$ cat config.mk
export PLATFORM = sky130hd
export DESIGN_NAME = alu_unit
export DESIGN_NICKNAME = d
export VERILOG_FILES = /design/src/source/alu_pkg.sv /design/src/source/commit_if.sv /design/src/source/execute_if.sv /design/src/source/alu_unit.sv /design/src/source/int_unit.sv /design/src/source/muldiv_unit.sv /design/src/source/rsp_arb.sv
export VERILOG_INCLUDE_DIRS = /design/src /design/src/source
export SDC_FILE = /design/constraint.sdc
export NUM_CORES = 2
export LEC_CHECK = 0
export BUFFER_PORTS_ARGS = -buffer_cell sky130_fd_sc_hd__buf_2
export CAP_MARGIN = 40
export CORE_UTILIZATION = 51
export CTS_CLUSTER_SIZE = 28
export DETAILED_ROUTE_END_ITERATION = 7
export PLACE_DENSITY = 0.68
export SLEW_MARGIN = 20
export SYNTH_ARGS = -nofsm -noshare
export SYNTH_HDL_FRONTEND = slang
export SYNTH_HIERARCHICAL = 1
export SYNTH_SLANG_ARGS = --single-unit
$ cat constraint.sdc
create_clock -name clk -period 7.81 [get_ports clk]
set_clock_uncertainty 0.15 [all_clocks]
set_input_delay 1.562 -clock clk [delete_from_list [all_inputs] [get_ports clk]]
set_output_delay 1.562 -clock clk [all_outputs]
set_load 0.05 [all_outputs]
$ cat src/source/alu_macros.svh
`ifndef ALU_MACROS_SVH
`define ALU_MACROS_SVH

// Width of one operand or result on the scalar lane
`define XLEN_W 32

// Instruction tag, matched by the consumer on commit
`define TAG_W 8

// Warp id, four warps share the lane
`define WID_W 2

// Destination register index
`define NR_W 5

// Register stages in the multiplier pipeline
`define MUL_LAT 3

`endif

$ cat src/source/alu_pkg.sv
`include "alu_macros.svh"

package alu_pkg;

    typedef logic [`XLEN_W-1:0] word_t;
    typedef logic [`TAG_W-1:0]  tag_t;
    typedef logic [`WID_W-1:0]  wid_t;
    typedef logic [`NR_W-1:0]   reg_idx_t;

    // Plain integer ops first, then branches and JAL, then the M extension
    typedef enum logic [4:0] {
        ADD,
        SUB,
        AND,
        OR,
        XOR,
        SLL,
        SRL,
        SRA,
        SLT,
        SLTU,
        BEQ,
        BNE,
        BLT,
        BGE,
        BLTU,
        BGEU,
        JAL,
        MUL,
        MULH,
        MULHU,
        DIV,
        DIVU,
        REM,
        REMU
    } alu_op_t;

    typedef enum logic [1:0] {
        IDLE,
        RUN,
        DONE
    } div_state_t;

endpackage

$ cat src/source/commit_if.sv
`timescale 1ns/1ps

// Result of one unit, waiting for the response arbiter
interface commit_if import alu_pkg::*; ();

    logic     valid;
    logic     ready;
    tag_t     tag;
    wid_t     wid;
    reg_idx_t rd;
    word_t    data;

    modport master (
        output valid, tag, wid, rd, data,
        input  ready
    );

    modport slave (
        input  valid, tag, wid, rd, data,
        output ready
    );

endinterface

$ cat src/source/execute_if.sv
`timescale 1ns/1ps

// One dispatched instruction on its way into a functional unit
interface execute_if import alu_pkg::*; ();

    logic     valid;
    logic     ready;
    tag_t     tag;
    wid_t     wid;
    reg_idx_t rd;
    alu_op_t  op;
    word_t    rs1;
    word_t    rs2;
    word_t    imm;
    word_t    pc;

    modport master (
        output valid, tag, wid, rd, op, rs1, rs2, imm, pc,
        input  ready
    );

    modport slave (
        input  valid, tag, wid, rd, op, rs1, rs2, imm, pc,
        output ready
    );

endinterface

$ cat src/source/alu_unit.sv
`timescale 1ns/1ps

module alu_unit import alu_pkg::*; (
    input  logic     clk,
    input  logic     arst_n,

    input  logic     disp_valid,
    output logic     disp_ready,
    input  tag_t     disp_tag,
    input  wid_t     disp_wid,
    input  reg_idx_t disp_rd,
    input  alu_op_t  disp_op,
    input  word_t    disp_rs1,
    input  word_t    disp_rs2,
    input  word_t    disp_imm,
    input  word_t    disp_pc,

    output logic     cmt_valid,
    input  logic     cmt_ready,
    output tag_t     cmt_tag,
    output wid_t     cmt_wid,
    output reg_idx_t cmt_rd,
    output word_t    cmt_data,

    output logic     br_valid,
    output wid_t     br_wid,
    output logic     br_taken,
    output word_t    br_target
);

    localparam int INT_IDX = 0;
    localparam int MDV_IDX = 1;

    logic is_muldiv;

    execute_if exe_if [2] ();
    commit_if  cmt_if [2] ();

    assign is_muldiv = disp_op inside {MUL, MULH, MULHU, DIV, DIVU, REM, REMU};

    // Both units see the payload, only the chosen one sees valid
    for (genvar i = 0; i < 2; i++) begin : g_steer
        assign exe_if[i].valid = disp_valid & (is_muldiv == (i == MDV_IDX));
        assign exe_if[i].tag   = disp_tag;
        assign exe_if[i].wid   = disp_wid;
        assign exe_if[i].rd    = disp_rd;
        assign exe_if[i].op    = disp_op;
        assign exe_if[i].rs1   = disp_rs1;
        assign exe_if[i].rs2   = disp_rs2;
        assign exe_if[i].imm   = disp_imm;
        assign exe_if[i].pc    = disp_pc;
    end

    assign disp_ready = is_muldiv ? exe_if[MDV_IDX].ready : exe_if[INT_IDX].ready;

    int_unit int_unit0 (
        .clk       (clk),
        .arst_n    (arst_n),
        .exe       (exe_if[INT_IDX]),
        .cmt       (cmt_if[INT_IDX]),
        .br_valid  (br_valid),
        .br_wid    (br_wid),
        .br_taken  (br_taken),
        .br_target (br_target)
    );

    muldiv_unit mdv_unit0 (
        .clk    (clk),
        .arst_n (arst_n),
        .exe    (exe_if[MDV_IDX]),
        .cmt    (cmt_if[MDV_IDX])
    );

    rsp_arb rsp_arb0 (
        .clk    (clk),
        .arst_n (arst_n),
        .int_in (cmt_if[INT_IDX]),
        .mdv_in (cmt_if[MDV_IDX]),
        .valid  (cmt_valid),
        .ready  (cmt_ready),
        .tag    (cmt_tag),
        .wid    (cmt_wid),
        .rd     (cmt_rd),
        .data   (cmt_data)
    );

endmodule

$ cat src/source/int_unit.sv
`timescale 1ns/1ps

module int_unit import alu_pkg::*; (
    input  logic     clk,
    input  logic     arst_n,
    execute_if.slave exe,
    commit_if.master cmt,
    output logic     br_valid,
    output wid_t     br_wid,
    output logic     br_taken,
    output word_t    br_target
);

    localparam int SHAMT_W = $clog2($bits(word_t));

    logic               fire;
    logic               is_branch;
    logic               taken;
    logic [SHAMT_W-1:0] shamt;
    word_t              alu_res;

    logic     out_valid;
    tag_t     out_tag;
    wid_t     out_wid;
    reg_idx_t out_rd;
    word_t    out_data;

    assign shamt = exe.rs2[SHAMT_W-1:0];

    // Branches commit a zero result, JAL commits its link address
    always_comb begin
        alu_res = '0;
        case (exe.op)
            ADD:  alu_res = exe.rs1 + exe.rs2;
            SUB:  alu_res = exe.rs1 - exe.rs2;
            AND:  alu_res = exe.rs1 & exe.rs2;
            OR:   alu_res = exe.rs1 | exe.rs2;
            XOR:  alu_res = exe.rs1 ^ exe.rs2;
            SLL:  alu_res = exe.rs1 << shamt;
            SRL:  alu_res = exe.rs1 >> shamt;
            SRA:  alu_res = word_t'($signed(exe.rs1) >>> shamt);
            SLT:  alu_res = word_t'($signed(exe.rs1) < $signed(exe.rs2));
            SLTU: alu_res = word_t'(exe.rs1 < exe.rs2);
            JAL:  alu_res = exe.pc + word_t'(4);
            default: alu_res = '0;
        endcase
    end

    always_comb begin
        is_branch = 1'b1;
        taken     = 1'b0;
        case (exe.op)
            BEQ:  taken = (exe.rs1 == exe.rs2);
            BNE:  taken = (exe.rs1 != exe.rs2);
            BLT:  taken = ($signed(exe.rs1) < $signed(exe.rs2));
            BGE:  taken = ($signed(exe.rs1) >= $signed(exe.rs2));
            BLTU: taken = (exe.rs1 < exe.rs2);
            BGEU: taken = (exe.rs1 >= exe.rs2);
            JAL:  taken = 1'b1;
            default: is_branch = 1'b0;
        endcase
    end

    // The register accepts a new item when empty or when its content leaves
    assign exe.ready = ~out_valid | cmt.ready;
    assign fire      = exe.valid & exe.ready;

    always_ff @(posedge clk or negedge arst_n) begin
        if (!arst_n) begin
            out_valid <= 1'b0;
            br_valid  <= 1'b0;
        end else begin
            if (exe.ready) begin
                out_valid <= exe.valid;
            end
            // The pulse follows the load and ignores commit back-pressure
            br_valid <= fire & is_branch;
        end
    end

    always_ff @(posedge clk) begin
        if (fire) begin
            out_tag  <= exe.tag;
            out_wid  <= exe.wid;
            out_rd   <= exe.rd;
            out_data <= alu_res;
        end
        if (fire && is_branch) begin
            br_wid    <= exe.wid;
            br_taken  <= taken;
            br_target <= exe.pc + exe.imm;
        end
    end

    assign cmt.valid = out_valid;
    assign cmt.tag   = out_tag;
    assign cmt.wid   = out_wid;
    assign cmt.rd    = out_rd;
    assign cmt.data  = out_data;

endmodule

$ cat src/source/muldiv_unit.sv
`timescale 1ns/1ps
`include "alu_macros.svh"

module muldiv_unit import alu_pkg::*; (
    input  logic     clk,
    input  logic     arst_n,
    execute_if.slave exe,
    commit_if.master cmt
);

    localparam int CNT_W = $clog2(`XLEN_W);

    logic  fire;
    logic  is_div;
    logic  is_sdiv;
    logic  mul_adv;
    logic  div_out;
    word_t abs_a;
    word_t abs_b;

    logic [`MUL_LAT-1:0]         m_vld;
    tag_t                        m_tag [`MUL_LAT];
    wid_t                        m_wid [`MUL_LAT];
    reg_idx_t                    m_rd  [`MUL_LAT];
    logic signed [`XLEN_W:0]     m1_a;
    logic signed [`XLEN_W:0]     m1_b;
    logic                        m1_hi;
    logic signed [2*`XLEN_W+1:0] m2_prod;
    logic                        m2_hi;
    word_t                       m3_res;

    div_state_t       div_state;
    logic [CNT_W-1:0] div_cnt;
    word_t            div_rem;
    word_t            div_quo;
    word_t            div_dvs;
    word_t            div_dvd;
    logic             div_neg_q;
    logic             div_neg_r;
    logic             div_by_zero;
    logic             div_ovf;
    logic             div_is_rem;
    tag_t             div_tag;
    wid_t             div_wid;
    reg_idx_t         div_rd;
    logic [`XLEN_W:0] rem_sh;
    logic [`XLEN_W:0] diff;
    word_t            q_fix;
    word_t            r_fix;
    word_t            div_res;

    assign is_div  = exe.op inside {DIV, DIVU, REM, REMU};
    assign is_sdiv = exe.op inside {DIV, REM};
    assign abs_a   = (is_sdiv && exe.rs1[`XLEN_W-1]) ? -exe.rs1 : exe.rs1;
    assign abs_b   = (is_sdiv && exe.rs2[`XLEN_W-1]) ? -exe.rs2 : exe.rs2;

    // A finished divide owns the output, so the multiplier waits behind it
    assign div_out   = (div_state == DONE);
    assign mul_adv   = ~m_vld[`MUL_LAT-1] | (cmt.ready & ~div_out);
    assign exe.ready = (div_state == IDLE) & mul_adv;
    assign fire      = exe.valid & exe.ready;

    always_ff @(posedge clk or negedge arst_n) begin
        if (!arst_n) begin
            m_vld     <= '0;
            div_state <= IDLE;
            div_cnt   <= '0;
        end else begin
            if (mul_adv) begin
                m_vld <= {m_vld[`MUL_LAT-2:0], fire & ~is_div};
            end
            case (div_state)
                IDLE: begin
                    if (fire && is_div) begin
                        div_state <= RUN;
                        div_cnt   <= '0;
                    end
                end
                RUN: begin
                    div_cnt <= div_cnt + 1'b1;
                    if (div_cnt == CNT_W'(`XLEN_W-1)) begin
                        div_state <= DONE;
                    end
                end
                DONE: begin
                    if (cmt.ready) begin
                        div_state <= IDLE;
                    end
                end
                default: div_state <= IDLE;
            endcase
        end
    end

    // Operands are widened by one bit so that one signed multiply covers all three ops
    always_ff @(posedge clk) begin
        if (mul_adv) begin
            m_tag[0] <= exe.tag;
            m_wid[0] <= exe.wid;
            m_rd[0]  <= exe.rd;
            for (int i = 1; i < `MUL_LAT; i++) begin
                m_tag[i] <= m_tag[i-1];
                m_wid[i] <= m_wid[i-1];
                m_rd[i]  <= m_rd[i-1];
            end
            m1_a    <= {(exe.op != MULHU) & exe.rs1[`XLEN_W-1], exe.rs1};
            m1_b    <= {(exe.op != MULHU) & exe.rs2[`XLEN_W-1], exe.rs2};
            m1_hi   <= (exe.op != MUL);
            m2_prod <= m1_a * m1_b;
            m2_hi   <= m1_hi;
            m3_res  <= m2_hi ? m2_prod[2*`XLEN_W-1:`XLEN_W] : m2_prod[`XLEN_W-1:0];
        end
    end

    // One restoring step per cycle on the magnitudes
    assign rem_sh = {div_rem, div_quo[`XLEN_W-1]};
    assign diff   = rem_sh - {1'b0, div_dvs};

    always_ff @(posedge clk) begin
        if (fire && is_div) begin
            div_rem     <= '0;
            div_quo     <= abs_a;
            div_dvs     <= abs_b;
            div_dvd     <= exe.rs1;
            div_neg_q   <= is_sdiv & (exe.rs1[`XLEN_W-1] ^ exe.rs2[`XLEN_W-1]);
            div_neg_r   <= is_sdiv & exe.rs1[`XLEN_W-1];
            div_by_zero <= (exe.rs2 == '0);
            div_ovf     <= is_sdiv & (exe.rs1 == {1'b1, {(`XLEN_W-1){1'b0}}}) & (exe.rs2 == '1);
            div_is_rem  <= exe.op inside {REM, REMU};
            div_tag     <= exe.tag;
            div_wid     <= exe.wid;
            div_rd      <= exe.rd;
        end else if (div_state == RUN) begin
            div_quo <= {div_quo[`XLEN_W-2:0], ~diff[`XLEN_W]};
            div_rem <= diff[`XLEN_W] ? rem_sh[`XLEN_W-1:0] : diff[`XLEN_W-1:0];
        end
    end

    assign q_fix = div_neg_q ? -div_quo : div_quo;
    assign r_fix = div_neg_r ? -div_rem : div_rem;

    always_comb begin
        if (div_by_zero) begin
            div_res = div_is_rem ? div_dvd : '1;
        end else if (div_ovf) begin
            div_res = div_is_rem ? '0 : div_dvd;
        end else begin
            div_res = div_is_rem ? r_fix : q_fix;
        end
    end

    assign cmt.valid = div_out | m_vld[`MUL_LAT-1];
    assign cmt.tag   = div_out ? div_tag : m_tag[`MUL_LAT-1];
    assign cmt.wid   = div_out ? div_wid : m_wid[`MUL_LAT-1];
    assign cmt.rd    = div_out ? div_rd : m_rd[`MUL_LAT-1];
    assign cmt.data  = div_out ? div_res : m3_res;

endmodule

$ cat src/source/rsp_arb.sv
`timescale 1ns/1ps

module rsp_arb import alu_pkg::*; (
    input  logic     clk,
    input  logic     arst_n,
    commit_if.slave  int_in,
    commit_if.slave  mdv_in,
    output logic     valid,
    input  logic     ready,
    output tag_t     tag,
    output wid_t     wid,
    output reg_idx_t rd,
    output word_t    data
);

    logic load_ok;
    logic grant_int;
    logic grant_mdv;
    logic rr_mdv;

    // rr_mdv set means the muldiv side wins the next tie
    assign load_ok   = ~valid | ready;
    assign grant_int = int_in.valid & (~mdv_in.valid | ~rr_mdv);
    assign grant_mdv = mdv_in.valid & ~grant_int;

    assign int_in.ready = load_ok & grant_int;
    assign mdv_in.ready = load_ok & grant_mdv;

    always_ff @(posedge clk or negedge arst_n) begin
        if (!arst_n) begin
            valid  <= 1'b0;
            rr_mdv <= 1'b0;
        end else if (load_ok) begin
            valid <= grant_int | grant_mdv;
            if (grant_int || grant_mdv) begin
                rr_mdv <= grant_int;
            end
        end
    end

    always_ff @(posedge clk) begin
        if (load_ok && grant_mdv) begin
            tag  <= mdv_in.tag;
            wid  <= mdv_in.wid;
            rd   <= mdv_in.rd;
            data <= mdv_in.data;
        end else if (load_ok && grant_int) begin
            tag  <= int_in.tag;
            wid  <= int_in.wid;
            rd   <= int_in.rd;
            data <= int_in.data;
        end
    end

endmodule

# [Word level (Yosys, flattened, before mapping)]
# Memories as Yosys holds them, arrays and structs flattened.
# Cells that the tools add are included.
[op_classes] add_sub_neg=10 mul=1 n_lt_le_gt_ge=4 n_eq_ne=35 shifts=3 muxes=37 bitwise_logic=38 reduce_logical=21
[ops] cell="$mux 32" n=16
[ops] cell="$pmux 32 s11" n=1
[ops] cell="$neg 32->32" n=4
[ops] cell="$add 32x32->32" n=2
[ops] cell="$eq 32x32->1 const B" n=2
[ops] cell="$ge 32x32->1" n=2
[ops] cell="$lt 32x32->1" n=2
[ops] cell="$mul 33x33->64" n=1
[ops] cell="$eq 5x5->1 const B" n=9
[ops] cell="$eq 5x4->1 const B" n=8
[ops] cell="$sub 33x32->33" n=1
[ops] cell="$add 32x3->32 const B" n=1
[ops] cell="$and 32x32->32" n=1
[ops] cell="$eq 32x32->1" n=1
[ops] cell="$logic_not 32->1" n=1
[ops] cell="$ne 32x32->1" n=1
[ops] cell="$or 32x32->32" n=1
[ops] cell="$shl 32x5->32" n=1
[ops] cell="$shr 32x5->32" n=1
[ops] cell="$sshr 32x5->32" n=1
[ops] cell="$sub 32x32->32" n=1
[ops] cell="$xor 32x32->32" n=1
[ops] cell="$mux 8" n=3
[ops] cell="$eq 5x3->1 const B" n=4
[ops] cell="other kinds (28)" n=83
[totals] register_bits=455 ramBits=45 elab_cells=188 memories=3
[memory_table] name="mdv_unit0.m_tag" depth=3 width=8 rd=3 rd_ports_with_merged_regs=0 wr=3 line_no="muldiv_unit.sv:22" rtl="tag_t m_tag [`MUL_LAT];"
[memory_table] name="mdv_unit0.m_rd" depth=3 width=5 rd=3 rd_ports_with_merged_regs=0 wr=3 line_no="muldiv_unit.sv:24" rtl="reg_idx_t m_rd [`MUL_LAT];"
[memory_table] name="mdv_unit0.m_wid" depth=3 width=2 rd=3 rd_ports_with_merged_regs=0 wr=3 line_no="muldiv_unit.sv:23" rtl="wid_t m_wid [`MUL_LAT];"

# [Depth between registers and ports, before layout]
[depth] word_depth=15 mapped_depth=29

# [Modules after synthesis]
# The synthesis kept the hierarchy.
[modules_own_cells] mod="muldiv_unit" n_inst=1 cells_per_inst=5633 area_each_um2=55786.0 seq_area_each_um2=10650.2
[modules_own_cells] mod="int_unit" n_inst=1 cells_per_inst=1791 area_each_um2=13741.9 seq_area_each_um2=2512.4
[modules_own_cells] mod="rsp_arb" n_inst=1 cells_per_inst=112 area_each_um2=2169.6 seq_area_each_um2=1461.4
[modules_own_cells] mod="alu_unit" n_inst=1 cells_per_inst=5 area_each_um2=53.8 seq_area_each_um2=0.0

# [Worst setup path before layout]
# No wires, ideal clock.
[synth_timing] path_type="reg2reg" from="reg mdv_unit0.m1_a[32]" to="reg mdv_unit0.m2_prod[62], data pin" t_arrival_ps=7414 t_required_ps=7397 path_slack_ps=-17 stages_incl_launch_ff=25 path_cell_list="edfxtp_1 -> clkbuf_1 -> nand2_1 -> inv_1 -> fa_1 -> fa_1 -> fa_1 -> inv_1 -> fa_1 -> inv_1 -> fa_1 -> fa_1 -> fa_1 -> inv_1 -> fa_1 -> inv_1 -> ha_1 -> clkbuf_1 -> a21o_1 -> a21oi_1 -> o211ai_1 -> a31oi_1 -> o21ai_1 -> a311oi_1 -> xnor2_1"
[synth_between] elab_chain_cells=1
[synth_rtl] element="from (decl)" line_no="muldiv_unit.sv:25" rtl="logic signed [`XLEN_W:0] m1_a;"
[synth_rtl] element="from (signal assigned)" line_no="muldiv_unit.sv:106" rtl="m1_a <= {(exe.op != MULHU) & exe.rs1[`XLEN_W-1], exe.rs1};"
[synth_rtl] element="$mul 33x33->64" line_no="muldiv_unit.sv:109" rtl="m2_prod <= m1_a * m1_b;"
[synth_rtl] element="to (signal assigned)" line_no="muldiv_unit.sv:109"
[synth_rtl] element="to (decl)" line_no="muldiv_unit.sv:28" rtl="logic signed [2*`XLEN_W+1:0] m2_prod;"
# No other way between the ends.
# A chain may end at the register's enable or synchronous reset.

# [Final worst setup path]
[layout_timing] from="reg mdv_unit0.m1_b[21]" to="reg mdv_unit0.m2_prod[62], data pin"
[layout_between] elab_chain_cells=1
[layout_rtl] element="from (decl)" line_no="muldiv_unit.sv:26" rtl="logic signed [`XLEN_W:0] m1_b;"
[layout_rtl] element="from (signal assigned)" line_no="muldiv_unit.sv:107" rtl="m1_b <= {(exe.op != MULHU) & exe.rs2[`XLEN_W-1], exe.rs2};"
[layout_rtl] element="$mul 33x33->64" line_no="muldiv_unit.sv:109"
# No other way between the ends.

==> impl_results.md <==
- Reg2reg path depth: 27
- CTS tree: done
- Flop2flop setup slack: -0.12 ns
- Final Max Slew Viols: 0
- Most common library cell in the layout ignoring fill and taps: inv_1
- Worst r2r dst: mdv_unit0/m2_prod[62]$_DFFE_PN_
- Top cells by area, synth: fa_1, edfxtp_1, ha_1
- Crit Path Class: reg2reg
- Share of cells above drive strength 1: 0.153
- Via/cell ratio: 5.93
- Final WL: 244 mm
- Biggest regs: mdv_unit0/m2_prod (64), mdv_unit0/m1_a (33), mdv_unit0/m1_b (33)
- Top_reg_cell synth: edfxtp_1
- Placer Congestion: 1.07
- Num rows: 137
- Setup crit end kind: flip-flop
- Final number of setup-violating endpoints: 4
- Global-route wire length before repair: 367 mm
- Crit-path max FO: 7
- Mapped Nets: 9207
- Failing checks: negative setup slack
- Cells after synthesis: 7541
- # nets final: 9634
- Post-synth top area cell: fa_1
- Largest Register: mdv_unit0/m2_prod
- Post-synth cell types: 104
- Max-slew headroom: 0.296
- Core Footprint: 140000 sq um
- Synth Cell Area: 71800 sq um
- GRT Total Usage: 0.345
- Measured slew at the worst slew-check pin: 1.06 ns
- Finished Cell Area: 81800 sq um
- Result of the run: finished, violations left
- Number of port buffers: 236
- IO Pins: 237
- Hold Path Depth: 0
- Async SR Flop Fraction: 0.0280
- Syn. warnings: 6
- Filler instances: 12000
- Min-delay src: mdv_unit0/m_rd[0][3]$_DFFE_PN_
- Clk_lat worst skew: 0.70 ns
- Hold path endpoint: mdv_unit0/m_rd[0][8]$_DFFE_PN_
- Final Non-Filler Cells: 9899
- 1st-iter DRT viols: 6212
- Unrepaired setup endpoints after global routing: true
- Pin count of the biggest net entering global routing: 164
- Hold Slack: 0.263 ns
- Initial Utilization: 0.514
- Hold Crit Class: reg2reg
- Die H: 377 um
- Largest register FFs: 64
- DP HPWL: 189 mm
- Clk sinks: 500
- Startpoint Class: flip-flop
- Total CTS buffers: 56
- CTS root buffer: clkbuf_16
- CTS H-Tree Depth: 2
- Number of remaining DRC errors: 0
- Final Critical Period: 7.93 ns
- Max clock buf depth: 3
- Worst setup margin: -0.123 ns
- Post-synth EDFFs: 454
- Final Cycle Share: 1.02
- Syn avg cell area: 9.51 sq um
- DRT Pass-1 Iters: 6
- Routed Antenna Nets: 0
- Data arrival, critical path: 8.20 ns
- Placed Cells: 9721
- Share of the synthesized area in the top cell type: 0.315
- Die width: 377 um
- Fin. Hold Viols: 0
- Hold buffers post-CTS: 0
- # Max-Cap Violations: 0
- Die area: 142000 sq um
- Vias in the first global route: 59700
- Final core occ: 0.586
- GRT overflow: 0
- Via count: 58700
- Commonest non-fill, non-tap cells in the layout: inv_1, fa_1, nand2_1, and2_1, edfxtp_1
- Clock slew at reported path FFs: 0.07 ns
- Origin of the critical flop-to-flop path: mdv_unit0/m1_b[21]$_DFFE_PN_
- Critical Path RT: 8.08 ns
- Initial antenna violation count: 23
- Max Fclk: 126 MHz
- Area Growth Syn to Fin: 14.0%
- WL/cell: 24.6 um
- Seq cells post-synth: 500
- Post-synthesis sequential area ratio: 0.204
- Placed standard-cell area: 78100 sq um
==> routing by layer <==
| layer | vias to the layer above | GRT usage | share of wire |
|---|---|---|---|
| met2 | 2957 | 0.543 | 0.45 |
| met1 | 29600 | 0.451 | 0.38 |
| met3 | 716 | 0.0679 | 0.095 |
| met4 | 22 | 0.185 | 0.067 |
| met5 | - | 0 | 0.00060 |
| li1 | 25400 | - | - |
==> cell type report <==
cell class	count	area, sq um	share of cell area
multi-input combinational	5395	51800	0.633
sequential	500	14600	0.179
timing repair buffer	775	6320	0.0773
inverter	1240	4670	0.0571
tap	1876	2350	0.0287
clock buffer	62	1430	0.0175
clock inverter	44	641	0.00783
antenna	7	17.5	0.000214
==> per-stage QoR <==
| step | setup WS, ns | TNS [ns] |
|---|---|---|
| 3_5_place_dp | -0.374 | -3.93 |
| 5_1_grt | -0.368 | -2.15 |
| 6_report | -0.123 | -0.243 |
| 2_1_floorplan | 0.0970 | 0 |
| 4_1_cts | 0.000221 | 0 |
| 3_3_place_gp | -0.278 | -2.44 |
==> worst max path at each step <==
stage / startpoint / endpoint / slack (ns) / cells after the start
final: mdv_unit0/m1_b[21]$_DFFE_PN_ / mdv_unit0/m2_prod[62]$_DFFE_PN_ / -0.12 / 27
after global placement: mdv_unit0/m1_b[0]$_DFFE_PN_ / mdv_unit0/m2_prod[58]$_DFFE_PN_ / -0.28 / 29
after global routing: mdv_unit0/m1_b[21]$_DFFE_PN_ / mdv_unit0/m2_prod[62]$_DFFE_PN_ / -0.37 / 27
after CTS: mdv_unit0/m1_b[21]$_DFFE_PN_ / mdv_unit0/m2_prod[62]$_DFFE_PN_ / 0.0002 / 28
after floorplan: mdv_unit0/m1_a[32]$_DFFE_PN_ / mdv_unit0/m2_prod[62]$_DFFE_PN_ / 0.1 / 24
after detailed placement: mdv_unit0/m1_b[0]$_DFFE_PN_ / mdv_unit0/m2_prod[59]$_DFFE_PN_ / -0.37 / 28
==> cells in the mapped netlist, types with 14 or more instances <==
cell type,number
o221ai_1,17
o2111ai_1,15
mux2i_1,62
xor2_1,131
a211o_1,18
o21bai_1,25
o31ai_1,41
and2_1,554
clkbuf_1,349
xnor2_1,144
o22ai_1,44
a21o_1,61
or2_2,14
nor2b_1,59
mux2_4,20
mux2_2,73
fa_1,1129
a21oi_1,308
nand3_1,118
a22oi_1,16
buf_1,21
o211ai_1,40
o21ai_1,15
o21a_1,30
nand4_1,29
ha_1,385
nor4_1,32
nand2b_1,51
o41ai_1,16
or3_1,21
nor2_1,302
o21ai_0,296
a211oi_1,37
edfxtp_1,454
inv_1,1238
or4_1,15
nand2_1,884
buf_2,29
nor3_1,78
and3_1,20
dfxtp_1,32
mux4_2,33
dfrtp_1,14
a221oi_1,60
a31oi_1,33
==> cells by family (layout without fill, tap and decap cells) <==
logic type | count (synthesis) | count (layout) | share of synthesized area
and+or+nand+nor | 2231 | 2231 | 0.152
buffers and inverters | 1646 | 2121 | 0.0872
adders and majority gates | 1514 | 1514 | 0.382
AOI/OAI and AO/OA | 1187 | 1187 | 0.107
DFF | 500 | 500 | 0.204
xor gates and xnor gates | 275 | 275 | 0.0336
muxes | 188 | 188 | 0.0346
other | 0 | 7 | 0
==> worst max-delay path, stage by stage (launching register included) <==
cell      delay [ns]
edfxtp_1        0.46
buf_12          0.19
and2_4          0.14
fa_1            0.55
inv_2           0.04
fa_1            0.47
inv_1           0.05
fa_1            0.52
inv_2           0.04
fa_1            0.54
inv_2           0.04
fa_2            0.54
fa_2            0.44
fa_1            0.50
inv_2           0.04
fa_1            0.48
inv_1           0.04
ha_2            0.17
a21o_1          0.17
a21o_1          0.22
a221oi_4        0.33
o31ai_4         0.16
o31ai_4         0.37
o211ai_1        0.20
a31oi_2         0.27
o21ai_2         0.12
a311oi_2        0.28
xnor2_1         0.12
==> timing repair <==
action	CTS	global route
pin swaps	54	93
endpoints found under the hold margin	0	0
cloned	2	4
buffers inserted	17	41
endpoints found under the setup margin	22	30
gates resized for setup	64	186
Power is left out: the tool's default activity adds up to more than one toggle a clock period on the data nets, which glitch-free logic cannot reach.
